===== src/design/isa_pkg.sv =====
package isa_pkg;

  ////////////////////////////////////////////////////////////
  // instruction word layout
  ////////////////////////////////////////////////////////////

  localparam int inst_width      = 32;
  localparam int opcode_width    = 6;
  localparam int reg_field_width = 5;
  localparam int shamt_width     = 5;
  localparam int funct_width     = 6;
  localparam int imm_width       = 16;

  // register format: add, sub, and, or, xor, slt, sll, srl
  typedef struct packed {
    logic [opcode_width-1:0]    opcode;
    logic [reg_field_width-1:0] rs;
    logic [reg_field_width-1:0] rt;
    logic [reg_field_width-1:0] rd;
    logic [shamt_width-1:0]     shamt;
    logic [funct_width-1:0]     funct;
  } r_format_t;

  // immediate format: addi, andi, ori, lui
  typedef struct packed {
    logic [opcode_width-1:0]    opcode;
    logic [reg_field_width-1:0] rs;
    logic [reg_field_width-1:0] rt;
    logic [imm_width-1:0]       imm;
  } i_format_t;

  // opcode sits in the same bits in both views
  typedef union packed {
    r_format_t r;
    i_format_t i;
  } inst_u;

  ////////////////////////////////////////////////////////////
  // encodings (MIPS values)
  ////////////////////////////////////////////////////////////

  localparam logic [opcode_width-1:0] op_rtype = 6'h00;
  localparam logic [opcode_width-1:0] op_addi  = 6'h08;
  localparam logic [opcode_width-1:0] op_andi  = 6'h0c;
  localparam logic [opcode_width-1:0] op_ori   = 6'h0d;
  localparam logic [opcode_width-1:0] op_lui   = 6'h0f;

  localparam logic [funct_width-1:0] fn_sll = 6'h00;
  localparam logic [funct_width-1:0] fn_srl = 6'h02;
  localparam logic [funct_width-1:0] fn_add = 6'h20;
  localparam logic [funct_width-1:0] fn_sub = 6'h22;
  localparam logic [funct_width-1:0] fn_and = 6'h24;
  localparam logic [funct_width-1:0] fn_or  = 6'h25;
  localparam logic [funct_width-1:0] fn_xor = 6'h26;
  localparam logic [funct_width-1:0] fn_slt = 6'h2a;

  typedef enum logic [3:0] {
    alu_add,
    alu_sub,
    alu_and,
    alu_or,
    alu_xor,
    alu_slt,
    alu_sll,
    alu_srl,
    alu_lui
  } alu_op_e;

endpackage


===== src/design/core_pkg.sv =====
package core_pkg;

  ////////////////////////////////////////////////////////////
  // core sizes
  ////////////////////////////////////////////////////////////

  localparam int data_width      = 32;
  localparam int num_regs        = 32;
  localparam int reg_addr_width  = 5;
  localparam int num_lanes       = 2;
  localparam int imem_depth      = 64;
  localparam int imem_addr_width = 6;
  // one bit more than the address so a full store can be counted
  localparam int prog_len_width  = 7;

  ////////////////////////////////////////////////////////////
  // pipeline records
  ////////////////////////////////////////////////////////////

  // one decoded instruction waiting in the issue register
  typedef struct packed {
    logic                              valid;
    isa_pkg::alu_op_e                  alu_op;
    logic [reg_addr_width-1:0]         dst;
    logic [reg_addr_width-1:0]         src_a;
    logic [reg_addr_width-1:0]         src_b;
    logic                              use_imm;
    logic [data_width-1:0]             imm;
    logic [isa_pkg::shamt_width-1:0]   shamt;
  } issue_slot_t;

  // result leaving a lane, also the register file write request
  typedef struct packed {
    logic                      valid;
    logic [reg_addr_width-1:0] dst;
    logic [data_width-1:0]     data;
  } wb_rec_t;

  typedef wb_rec_t [num_lanes-1:0] wb_array_t;

endpackage


===== src/design/fetch_issue_unit.sv =====
module fetch_issue_unit (
  input  logic                                        clk,
  input  logic                                        rst,
  input  logic                                        start,
  input  logic [core_pkg::prog_len_width-1:0]         prog_len,
  input  isa_pkg::inst_u [core_pkg::num_lanes-1:0]    fetch_word,
  output logic [core_pkg::imem_addr_width-1:0]        fetch_addr,
  output core_pkg::issue_slot_t [core_pkg::num_lanes-1:0] issue,
  output logic                                        busy
);

  logic [core_pkg::prog_len_width-1:0] pc;
  logic [core_pkg::prog_len_width-1:0] len_q;
  logic [core_pkg::prog_len_width-1:0] step;
  logic                                running;
  logic                                wb_pending;
  logic                                have_one;
  logic                                have_two;
  logic                                pair_dep;
  core_pkg::issue_slot_t [core_pkg::num_lanes-1:0] slot_d;

  ////////////////////////////////////////////////////////////
  // decode
  ////////////////////////////////////////////////////////////

  function automatic core_pkg::issue_slot_t decode_word(input isa_pkg::inst_u w);
    core_pkg::issue_slot_t s;
    s        = '0;
    s.alu_op = isa_pkg::alu_add;
    s.src_a  = w.r.rs;
    s.src_b  = w.r.rt;
    s.shamt  = w.r.shamt;
    case (w.r.opcode)
      isa_pkg::op_rtype: begin
        s.dst = w.r.rd;
        case (w.r.funct)
          isa_pkg::fn_add: s.alu_op = isa_pkg::alu_add;
          isa_pkg::fn_sub: s.alu_op = isa_pkg::alu_sub;
          isa_pkg::fn_and: s.alu_op = isa_pkg::alu_and;
          isa_pkg::fn_or:  s.alu_op = isa_pkg::alu_or;
          isa_pkg::fn_xor: s.alu_op = isa_pkg::alu_xor;
          isa_pkg::fn_slt: s.alu_op = isa_pkg::alu_slt;
          isa_pkg::fn_sll: s.alu_op = isa_pkg::alu_sll;
          isa_pkg::fn_srl: s.alu_op = isa_pkg::alu_srl;
          // unknown funct becomes a harmless add to r0
          default:         s.dst = '0;
        endcase
      end
      isa_pkg::op_addi: begin
        s.dst     = w.i.rt;
        s.use_imm = 1'b1;
        s.imm     = {{(core_pkg::data_width-isa_pkg::imm_width){w.i.imm[isa_pkg::imm_width-1]}},
                     w.i.imm};
      end
      isa_pkg::op_andi: begin
        s.alu_op  = isa_pkg::alu_and;
        s.dst     = w.i.rt;
        s.use_imm = 1'b1;
        s.imm     = {{(core_pkg::data_width-isa_pkg::imm_width){1'b0}}, w.i.imm};
      end
      isa_pkg::op_ori: begin
        s.alu_op  = isa_pkg::alu_or;
        s.dst     = w.i.rt;
        s.use_imm = 1'b1;
        s.imm     = {{(core_pkg::data_width-isa_pkg::imm_width){1'b0}}, w.i.imm};
      end
      isa_pkg::op_lui: begin
        s.alu_op  = isa_pkg::alu_lui;
        s.dst     = w.i.rt;
        s.use_imm = 1'b1;
        s.imm     = {w.i.imm, {(core_pkg::data_width-isa_pkg::imm_width){1'b0}}};
      end
      default: s.dst = '0;
    endcase
    return s;
  endfunction

  ////////////////////////////////////////////////////////////
  // pair check and issue select
  ////////////////////////////////////////////////////////////

  always_comb begin
    for (int i = 0; i < core_pkg::num_lanes; i++) begin
      slot_d[i] = decode_word(fetch_word[i]);
    end
    have_one = pc < len_q;
    have_two = (pc + 1'b1) < len_q;
    // younger word reads rs always, rt only in register format
    pair_dep = have_two && (slot_d[0].dst != '0) &&
               ((slot_d[1].src_a == slot_d[0].dst) ||
                ((fetch_word[1].r.opcode == isa_pkg::op_rtype) &&
                 (slot_d[1].src_b == slot_d[0].dst)));
    slot_d[0].valid = running && have_one;
    slot_d[1].valid = running && have_two && !pair_dep;
    if (slot_d[1].valid) begin
      step = 2;
    end else if (slot_d[0].valid) begin
      step = 1;
    end else begin
      step = 0;
    end
  end

  assign fetch_addr = pc[core_pkg::imem_addr_width-1:0];

  always_ff @(posedge clk) begin
    if (rst) begin
      pc         <= '0;
      len_q      <= '0;
      running    <= 1'b0;
      wb_pending <= 1'b0;
      for (int i = 0; i < core_pkg::num_lanes; i++) begin
        issue[i].valid <= 1'b0;
      end
    end else begin
      issue      <= slot_d;
      // lane 0 is valid whenever anything issued
      wb_pending <= issue[0].valid;
      if (start) begin
        pc      <= '0;
        len_q   <= prog_len;
        running <= 1'b1;
      end else if (running) begin
        pc      <= pc + step;
        running <= (pc + step) < len_q;
      end
    end
  end

  // held until the last record has left the writeback stage
  assign busy = running || issue[0].valid || wb_pending;

endmodule


===== config.mk =====
export PLATFORM = sky130hd
export DESIGN_NAME = fetch_issue_unit
export DESIGN_NICKNAME = d
export VERILOG_FILES = /design/src/design/isa_pkg.sv /design/src/design/core_pkg.sv /design/src/design/fetch_issue_unit.sv
export SDC_FILE = /design/constraint.sdc
export NUM_CORES = 1
export LEC_CHECK = 0
export BUFFER_PORTS_ARGS = -buffer_cell sky130_fd_sc_hd__buf_2
export CAP_MARGIN = 20
export CELL_PAD_IN_SITES_DETAIL_PLACEMENT = 1
export CELL_PAD_IN_SITES_GLOBAL_PLACEMENT = 1
export CORE_AREA = 2 2 103 155
export DETAILED_ROUTE_END_ITERATION = 8
export DIE_AREA = 0 0 105 157
export PLACE_DENSITY_LB_ADDON = 0.15
export SETUP_SLACK_MARGIN = 0.5
export SKIP_LAST_GASP = 1
export SYNTH_ARGS = -nofsm -noshare
export SYNTH_HDL_FRONTEND = slang
export SYNTH_SLANG_ARGS = --single-unit

===== constraint.sdc =====
create_clock -name clk -period 4.7 [get_ports clk]
set_input_delay 0.94 -clock clk [delete_from_list [all_inputs] [get_ports clk]]
set_output_delay 0.94 -clock clk [all_outputs]
set_load 0.005 [all_outputs]

==> results of run 1 <==
[per-layer routing]
layer | global-route usage | wire [um]
met3 | 0.0555 | 835
met5 | 0 | 0
met1 | 0.220 | 6270
met4 | 0.0844 | 514
met2 | 0.394 | 9240
[stage by stage]
stage,area (um2),instances,worst slack [ps],power [W]
3_5_place_dp,7210,839,21.2,0.00167
2_1_floorplan,5990,455,436,0.00151
6_report,7920,875,502,0.00313
4_1_cts,7880,874,503,0.00316
5_1_grt,7920,875,241,0.00325
3_3_place_gp,7210,839,121,0.00166
[Yosys cell counts (4+ instances only)]
cell      instances
nor2b_1           9
and3_1            4
nor4_1            4
xnor2_1           7
or2_2             4
clkbuf_1         17
mux2i_1           9
nand4_1           4
a21oi_1          10
and2_1           31
ha_1             21
buf_4             7
inv_1            18
a32o_2            5
a31oi_1           7
nor3_1            7
nand2b_1          4
nand2_1          19
a22o_1            7
a21o_1           34
dfxtp_1          18
nand3_1           7
edfxtp_1        114
nor2_1           33
xor2_1           14
[layout make-up]
class / instances / area [um2] / share of cell area
sequential: 132 / 3780 / 0.478
multi-input combinational: 279 / 2040 / 0.257
timing repair buffer: 215 / 1130 / 0.142
clock buffer: 18 / 429 / 0.0542
tap: 199 / 249 / 0.0315
clock inverter: 14 / 221 / 0.0280
inverter: 18 / 70.1 / 0.00885
[logic make-up (layout without fill, tap and decap cells)]
kind of cell	count (synthesis)	after routing	share of synthesized area
simple gates	140	140	0.128
buf+inv	45	265	0.0341
xor+xnor	21	21	0.0307
compound gates	86	87	0.113
fa+ha+maj	22	22	0.0472
flops	132	132	0.632
mux	9	9	0.0150
[repair_timing]
item,4_1_cts,5_1_grt
pin swaps,4,1
endpoints found under the setup margin,1,1
setup buffers,3,0
gates cloned,0,1
resized for setup,1,4
[worst max-delay path, stage by stage]
cell and delay, ps:
buf_2 110, buf_4 130, nor2b_1 140, and4b_2 410, nand2_1 130, a32o_1 260, a211oi_1 190, nand4_1 180
a31oi_1 180, ha_2 220, fa_1 440, ha_1 290, a21o_1 150, a21o_1 170, a21o_1 160, a21oi_1 140
nor2b_1 60, o41ai_1 210
[power by group through the flow]
stage          combinational, W  sequential (W)  clock, W
2_1_floorplan          0.000111         0.00140         0
3_3_place_gp           0.000268         0.00139         0
3_5_place_dp           0.000277         0.00140         0
4_1_cts                0.000279         0.00137   0.00151
5_1_grt                0.000309         0.00138   0.00156
6_report               0.000279         0.00137   0.00148
[worst paths after layout]
kind	from	endpoint	slack, ps	cells past startpoint
worst min-delay path	issue[57]	wb_pending	480	1
worst max register to register	pc[0]	running	720	17
worst max-delay path	fetch_word[26]	running	500	18
worst min register to register	issue[57]	wb_pending	480	1
[sequential cells by signal, summed over array words and instances (netlist names)]
| signal | cells |
|---|---|
| issue | 116 |
| len_q | 7 |
| pc | 7 |
| running | 1 |
| wb_pending | 1 |
==> summary.md, run 1 <==
| Metric | Value |
|---|---|
| Fraction of layout cells with a size suffix above 1 | 0.396 |
| Die area | 0.0165 mm2 |
| Clk slew on worst S/H paths | 60 ps |
| Slew Viols, Final | 0 |
| DIE HEIGHT | 157 um |
| CTS max path bufs | 2 |
| Flops & latches, synth | 132 |
| Post-Syn Instances | 455 |
| Clock sink total | 132 |
| Tcrit/Tclk final | 0.893 |
| Cell taking the most area after synthesis | edfxtp_1 |
| Global-route wire length before repair | 26.4 mm |
| Initial Utilization | 0.399 |
| Layout net count | 759 |
| Area delta synth->final | 32.2% |
| Req. time, crit path | 5020 ps |
| Top cell type's share of synthesized area | 0.572 |
| Crit-path max FO | 10 |
| Most frequent cells in the layout | buf_2, edfxtp_1, a21o_1 |
| Maximum clock frequency | 0.238 GHz |
| Ant diodes | 0 |
| Total clock buffers created by CTS | 17 |
| Port Buf Inserts | 196 |
| Synth warn | 0 |
| Crit start category | input port |
| Final core utilization | 0.528 |
| Clock skew | 7.11 ps |
| Horiz. Die Dim | 105 um |
| Hold Violations, Final | 0 |
| Largest net degree at the start of global routing | 70 |
| Setup crit end kind | flip-flop |
| Leakage power | 3.63 nW |
| Least-Margin Pin Slew | 986 ps |
| Vias in the first global route | 4846 |
| Final wirelength | 16.9 mm |
| Int Pwr | 0.00242 W |
| EDFF count, synth | 114 |
| Yosys cell types | 58 |
| RSZ-0062 raised after global routing | yes |
| Fill cells | 1626 |
| Syn nets | 551 |
| Comb power frac | 0.089 |
| Setup violators final | 0 |
| DRT Pass-1 Iters | 4 |
| Rel. slew slack | 0.340 |
| HPWL Detailed | 12.5 mm |
| Pwr/cell area | 396 mW/mm2 |
| Remaining global-route overflow | 0 |
| Vias per inst | 5.20 |
| Top-Level Pins | 197 |
| Hold slack | 480 ps |
| Sw Share | 0.228 |
| Per-cell routed wire length | 19.3 um |
| TritonCTS clock tree | done |
| Asr flop ratio synth | 0 |
| DR iter-0 viols | 160 |
| Clk pwr share | 0.473 |
| Setup TNS Final | 0 ps |
| Kind of critical path | in -> reg |
| Min-delay worst type | reg -> reg |
| Mean Syn Cell Area | 13.2 um2 |
| Post-Syn Area | 0.00599 mm2 |
| Vias post-DR | 4551 |
| CTS root buf | clkbuf_16 |
| RD Place Congestion | 0.849 |
| Initial antenna violation count | 0 |
| Row count | 55 |
| Commonest non-fill, non-tap cell in the layout | buf_2 |
| H-tree depth | 4 |
| Net switching power | 0.000712 W |
| Post-synthesis sequential area ratio | 0.632 |
| Max-capacitance violation count | 0 |
| ANT nets after route | 0 |
| CP arrival | 4510 ps |
| Maximum vdd drop | 213 uV |
| Top cells by area, synth | edfxtp_1, dfxtp_1, ha_1 |
| Core ar. | 0.0150 mm2 |
| Worst skew pair latency | 420 ps |
| Post-CTS Hold Fix Bufs | 0 |
| Status | finished, final reports clean |
| Ys flop type | edfxtp_1 |
| Global Route Usage Sum | 0.210 |
| Reg power frac | 0.438 |
| Tmin final | 4200 ps |
| DR DRC count | 0 |
Note: power is estimated with default switching activity, not from simulation.
==> run 2: changes to the inputs <==
ABC_AREA = 1   (was default)
CORE_AREA = 2 2 104 157   (was 2 2 103 155)
DIE_AREA = 0 0 106 159   (was 0 0 105 157)
==> run 2 against run 1 <==
Core utilization fell by 2.8 points. Power fell by 6.7%. Non-clock buffer count fell by 16. Count of clock-buffer cells in the layout fell by 1. Sequential share of layout area rose by 1.2 points. Critical path depth rose by 6. Synthesized cell count rose by 18%. Critical endpoint unchanged. Largest cell class unchanged.
==> summary.md, run 2 <==
| Metric | Value |
|---|---|
| Met3 usage | 0.0512 |
| Initial antenna violation count | 2 |
| Horiz. Die Dim | 106 um |
| Slew Viols, Final | 0 |
| Most frequent cells in the layout | buf_2, edfxtp_1, inv_1 |
| EDFF count, synth | 114 |
| R2R setup slack | 830 ps |
| Vias per inst | 4.92 |
| Hold Violations, Final | 0 |
| Flops & latches, synth | 132 |
| ANT nets after route | 0 |
| Top cell type's share of synthesized area | 0.574 |
| Crit start category | input port |
| Status | finished, final reports clean |
| Least-Margin Pin Slew | 858 ps |
| Row count | 56 |
| Min-delay worst type | reg -> reg |
| Register area | 0.00379 mm2 |
| Kind of critical path | in -> reg |
| Per-cell routed wire length | 17.5 um |
| Vias post-DR | 4713 |
| Leakage power | 3.56 nW |
| Pwr/cell area | 378 mW/mm2 |
| Largest net degree at the start of global routing | 70 |
| Remaining global-route overflow | 0 |
| H-tree depth | 4 |
| Mean Syn Cell Area | 11.1 um2 |
| Min-delay src | issue[57] |
| Placed cells | 924 |
| CP arrival | 4170 ps |
| Post-Syn Area | 0.00596 mm2 |
| Clock skew | 5.12 ps |
| Port Buf Inserts | 196 |
| Multi-input gate area | 0.00181 mm2 |
| Largest regs | issue x116, len_q x7, pc x7 |
| Met1 global-route usage | 0.204 |
| DIE HEIGHT | 159 um |
| Ys flop type | edfxtp_1 |
| Req. time, crit path | 5000 ps |
| RSZ-0062 raised after global routing | no |
| Cell taking the most area after synthesis | edfxtp_1 |
| Post-synthesis sequential area ratio | 0.635 |
| DRT Pass-1 Iters | 5 |
| Area delta synth->final | 29.8% |
| CTS root buf | clkbuf_16 |
| Hold endpoint | wb_pending |
| CTS max path bufs | 2 |
| Design Area, Final | 0.00773 mm2 |
| RD Place Congestion | 0.827 |
| Post CTS Setup Buffer Count | 0 |
| Global-route wire length before repair | 26.0 mm |
| Maximum clock frequency | 0.258 GHz |
| Most common cell in the netlist | edfxtp_1 |
| Post-CTS Hold Fix Bufs | 0 |
| Total clock buffers created by CTS | 17 |
| R2r startpoint | pc[2] |
| Final wirelength | 16.7 mm |
| Global routing usage on met2 | 0.384 |
| Vias in the first global route | 4919 |
| Top cells by area, synth | edfxtp_1, dfxtp_1, inv_1 |
| Max-capacitance violation count | 0 |
| Global Route Usage Sum | 0.200 |
| Fraction of layout cells with a size suffix above 1 | 0.355 |
| Synth cell count leaders | edfxtp_1, inv_1, nor2_1, o21ai_0, nand2_1 |
| HPWL Detailed | 12.7 mm |
| Largest Register | issue |
| Crit-path max FO | 18 |
| Die area | 0.0169 mm2 |
| Layout net count | 836 |
| Yosys cell types | 37 |
| Post-Syn Instances | 537 |
| Fill cells | 1756 |
| DP Area | 0.00714 mm2 |
| TritonCTS clock tree | done |
| Maximum vdd drop | 211 uV |
| Setup TNS Final | 0 ps |
| Final core utilization | 0.499 |
| Worst r2r path cells | 19 |
| Setup crit end kind | flip-flop |
| Syn nets | 633 |
| Rel. slew slack | 0.428 |
| Asr flop ratio synth | 0 |
| DR iter-0 viols | 127 |
| Core ar. | 0.0155 mm2 |
| Commonest non-fill, non-tap cell in the layout | buf_2 |
| Tmin final | 3870 ps |
| Cts repair resizes | 0 |
| DR DRC count | 0 |
| Initial Utilization | 0.385 |
| Synth warn | 0 |
| Top-Level Pins | 197 |
| Worst skew pair latency | 420 ps |
| Max reg flops | 116 |
| Clock sink total | 132 |
| Clk slew on worst S/H paths | 60 ps |
| Setup violators final | 0 |
| Tcrit/Tclk final | 0.824 |
| GRT Max-Usage Layer | met2 |
| Total chip power | 0.00292 W |
| Final non-filler cell total | 957 |
| Worst r2r dst | running |
| Hold path cells | 2 |
-- run 2: changes by cell type after synthesis, sizes merged, moves of 22 or more --
cell   before  now
a21o       35    0
and2       31    0
inv        18   79
nand2      19   65
nand3       7   29
nor2       34   80
o21ai       2   55
-- run 2: layout make-up --
class                           count  area share
Sequential cell                   132       0.490
Antenna cell                        1    0.000324
Inverter                           80      0.0395
Timing Repair Buffer              199       0.130
Tap cell                          203      0.0328
Clock inverter                     15      0.0181
Clock buffer                       17      0.0550
Multi-Input combinational cell    310       0.235
-- run 2: cells by family (layout without fill, tap and decap cells) --
group	count (synthesis)	after routing	share of synthesized area
and+or+nand+nor	187	187	0.155
DFF	132	132	0.635
buffers and inverters	95	311	0.0640
AOI/OAI and AO/OA	90	90	0.0827
adders and majority gates	22	22	0.0474
xor gates and xnor gates	11	11	0.0162
other	0	1	0
-- run 2: routing by layer --
metal | routed length (um) | up-vias | part of all wire
li1 | - | 2239 | -
met1 | 6120 | 2289 | 0.37
met2 | 9360 | 161 | 0.56
met3 | 932 | 24 | 0.056
met4 | 337 | 0 | 0.020
met5 | 0 | - | 0
-- run 2: power breakdown --
| part | internal [W] | leakage, nW | switching, W |
|---|---|---|---|
| Clock | 0.000697 | 0.275 | 0.000568 |
| Combinational | 0.000112 | 2.04 | 0.000173 |
| Sequential | 0.00135 | 1.24 | 0.0000257 |
| Total | 0.00216 | 3.56 | 0.000767 |
-- run 2: how the worst max path moves through the flow --
stage	start	to	slack, ps	cells past startpoint
after global placement	fetch_word[31]	running	560	24
final	fetch_word[31]	running	830	24
after floorplan	rst	len_q[1]	900	3
after CTS	pc[1]	running	540	20
after detailed placement	fetch_word[31]	running	350	23
after global routing	fetch_word[4]	running	490	25
-- run 2: worst max-delay path: stages --
cell and delay [ps]:
buf_2 130, nor2_8 170, nand4_4 300, nand2_8 240
nand2_4 80, nand2_4 100, nand2_1 70, nand2_1 70
nor2_1 50, nand3_1 70, nand2_1 50, nand2_1 110
a21oi_1 90, ha_1 220, fa_1 410, nand3_1 160
nor2_2 70, xor2_2 150, ha_1 300, nand2_1 70
inv_1 60, nand4_1 100, o2111ai_1 90, a21oi_1 80
-- run 2: through the flow --
stage	worst slack, ps	hold slack (ps)
2_1_floorplan	898	440
3_3_place_gp	555	431
6_report	827	458
4_1_cts	541	466
5_1_grt	487	500
3_5_place_dp	350	459
==> run 3: changes to the inputs <==
CORE_AREA = 2 2 110 165   (was 2 2 104 157)
DIE_AREA = 0 0 112 167   (was 0 0 106 159)
clock period = 3.42 ns   (was 4.7 ns; I/O delays follow)
==> run 3 against run 2 <==
The run now ends with negative setup slack left. First-iteration DRC count up 52%. Setup slack got worse by 890 ps. Largest power group unchanged. Highest routed layer is now met5. Clock skew grew 7.1 ps.
==> summary.md, run 3 (synthesis gave the netlist of run 2 again) <==
| Metric | Value |
|---|---|
| Crit path buffers/inverters | 4 |
| Global-route wire length before repair | 28.2 mm |
| Top-Level Pins | 197 |
| DRT Pass-1 Iters | 4 |
| Worst-path cell chain | ha_4 > buf_6 > buf_6 > xor2_2 > ha_1 > a21oi_2 > a21oi_2 > nor3_2 > buf_4 > a21oi_2 > ha_2 > fa_2 > nand3_4 > buf_4 > xor2_2 > ha_1 > a21oi_2 > o2111ai_1 > a21oi_1 |
| Clock skew | 12.2 ps |
| Slew Viols, Final | 0 |
| H-tree depth | 4 |
| Pwr/cell area | 495 mW/mm2 |
| Tmin final | 3480 ps |
| Total clock buffers created by CTS | 17 |
| R2R setup slack | -60 ps |
| Failing checks | negative setup slack |
| CP Capture Point | running |
| Total chip power | 0.00419 W |
| Commonest non-fill, non-tap cell in the layout | buf_2 |
| Fraction of layout cells with a size suffix above 1 | 0.455 |
| HPWL Detailed | 13.3 mm |
| Crit-path max FO | 2 |
| Setup crit end kind | flip-flop |
| Initial Utilization | 0.345 |
| ANT nets after route | 0 |
| Kind of critical path | reg -> reg |
| Least-Margin Pin Slew | 792 ps |
| Port Buf Inserts | 196 |
| Design Area, Final | 0.00847 mm2 |
| Row count | 59 |
| Clk slew on worst S/H paths | 70 ps |
| CTS root buf | clkbuf_16 |
| Vias post-DR | 4903 |
| Post-CTS Hold Fix Bufs | 0 |
| Largest regs | issue x116, len_q x7, pc x7 |
| CP arrival | 3840 ps |
| Final wirelength | 18.0 mm |
| Most used cell, CP | a21oi_2 |
| Worst path max stage delay | 380 ps |
| Worst r2r path cells | 19 |
| RD Place Congestion | 0.827 |
| TritonCTS clock tree | done |
| Max-capacitance violation count | 0 |
| Req. time, crit path | 3770 ps |
| CP top delay family | adder cells |
| RSZ-0062 raised after global routing | yes |
| Global Route Usage Sum | 0.193 |
| Vias per inst | 4.78 |
| Largest Register | issue |
| Die area | 0.0187 mm2 |
| Core ar. | 0.0173 mm2 |
| Setup violators final | 1 |
| Leakage power | 3.90 nW |
| Maximum vdd drop | 258 uV |
| DR iter-0 viols | 193 |
| Largest net degree at the start of global routing | 59 |
| Vias in the first global route | 5419 |
| Initial antenna violation count | 1 |
| Worst r2r dst | running |
| Cell count along the critical path | 19 |
| Layout net count | 894 |
| Remaining global-route overflow | 0 |
| Worst Setup SP | pc[1] |
| Max stage delay cell, worst path | fa_2 |
| DR DRC count | 0 |
| Hold Violations, Final | 0 |
| Most frequent cells in the layout | buf_2, edfxtp_1, inv_1 |
| Crit start category | flip-flop |
| Horiz. Die Dim | 112 um |
| DP Area | 0.00753 mm2 |
| Tcrit/Tclk final | 1.02 |
| Max reg flops | 116 |
| DIE HEIGHT | 167 um |
| R2r startpoint | pc[1] |
| Rel. slew slack | 0.472 |
| Status | finished with violations |
| Clock sink total | 132 |
| Worst skew pair latency | 420 ps |
| Area delta synth->final | 42.1% |
| Maximum clock frequency | 0.287 GHz |
| Hold slack | 437 ps |
| Setup WS post-layout | -63.9 ps |
| Per-cell routed wire length | 17.6 um |
| Min-delay worst type | in -> reg |
| CTS max path bufs | 2 |
==> run 3: cell types whose count changed in the layout (fill, tap and decap cells not counted), moves of 4 or more <==
cell and change:
inv_1 -4, buf_6 +4, ha_1 -4, a21oi_2 +8
nand3_1 -4, nand2_2 +6, nand2_1 -9, xor2_1 -6
a21oi_1 -8, inv_2 +4, buf_4 +53, nor2_1 -5
xor2_2 +6
==> run 3: metal layers <==
metal / global-route usage / wire (um) / vias up
li1: - / - / 2358
met1: 0.203 / 6730 / 2362
met2: 0.372 / 10100 / 156
met3: 0.0448 / 951 / 25
met4: 0.0626 / 257 / 2
met5: 0 / 7 / -
==> run 3: how the worst min path moves through the flow <==
stage / from / end / slack (ps) / cells after the start
final: fetch_word[22] / issue[44] / 440 / 1
after global routing: fetch_word[25] / issue[47] / 420 / 1
after CTS: fetch_word[22] / issue[44] / 420 / 1
after detailed placement: issue[57] / wb_pending / 460 / 2
after global placement: issue[57] / wb_pending / 440 / 2
after floorplan: issue[57] / wb_pending / 440 / 2
==> run 3: layout make-up <==
class,count,area [um2]
sequential,132,3790
tap,213,267
clock buffer,18,429
timing repair buffer,257,1470
clock inverter,14,160
fill,1946,8800
inverter,80,307
antenna,1,2.50
multi-input combinational,310,2050
==> run 3: timing repair <==
action	in CTS	in global routing
setup endpoints to repair	7	7
pin swaps	18	24
resized for setup	26	33
buffers inserted	7	6
==> run 3: through the flow <==
stage / utilization / setup WS, ps / setup TNS, ps / cells
2_1_floorplan: - / 130 / 0 / 537
3_3_place_gp: 0.436 / -345 / -345 / 979
3_5_place_dp: 0.436 / -510 / -557 / 979
4_1_cts: 0.480 / -73.2 / -73.2 / 1018
5_1_grt: 0.490 / -246 / -246 / 1024
6_report: 0.490 / -63.9 / -63.9 / 1025
==> run 3: power breakdown <==
part	internal [W]	switching [W]
sequential	0.00185	0.0000308
combinational	0.000206	0.000270
clock	0.00104	0.000792
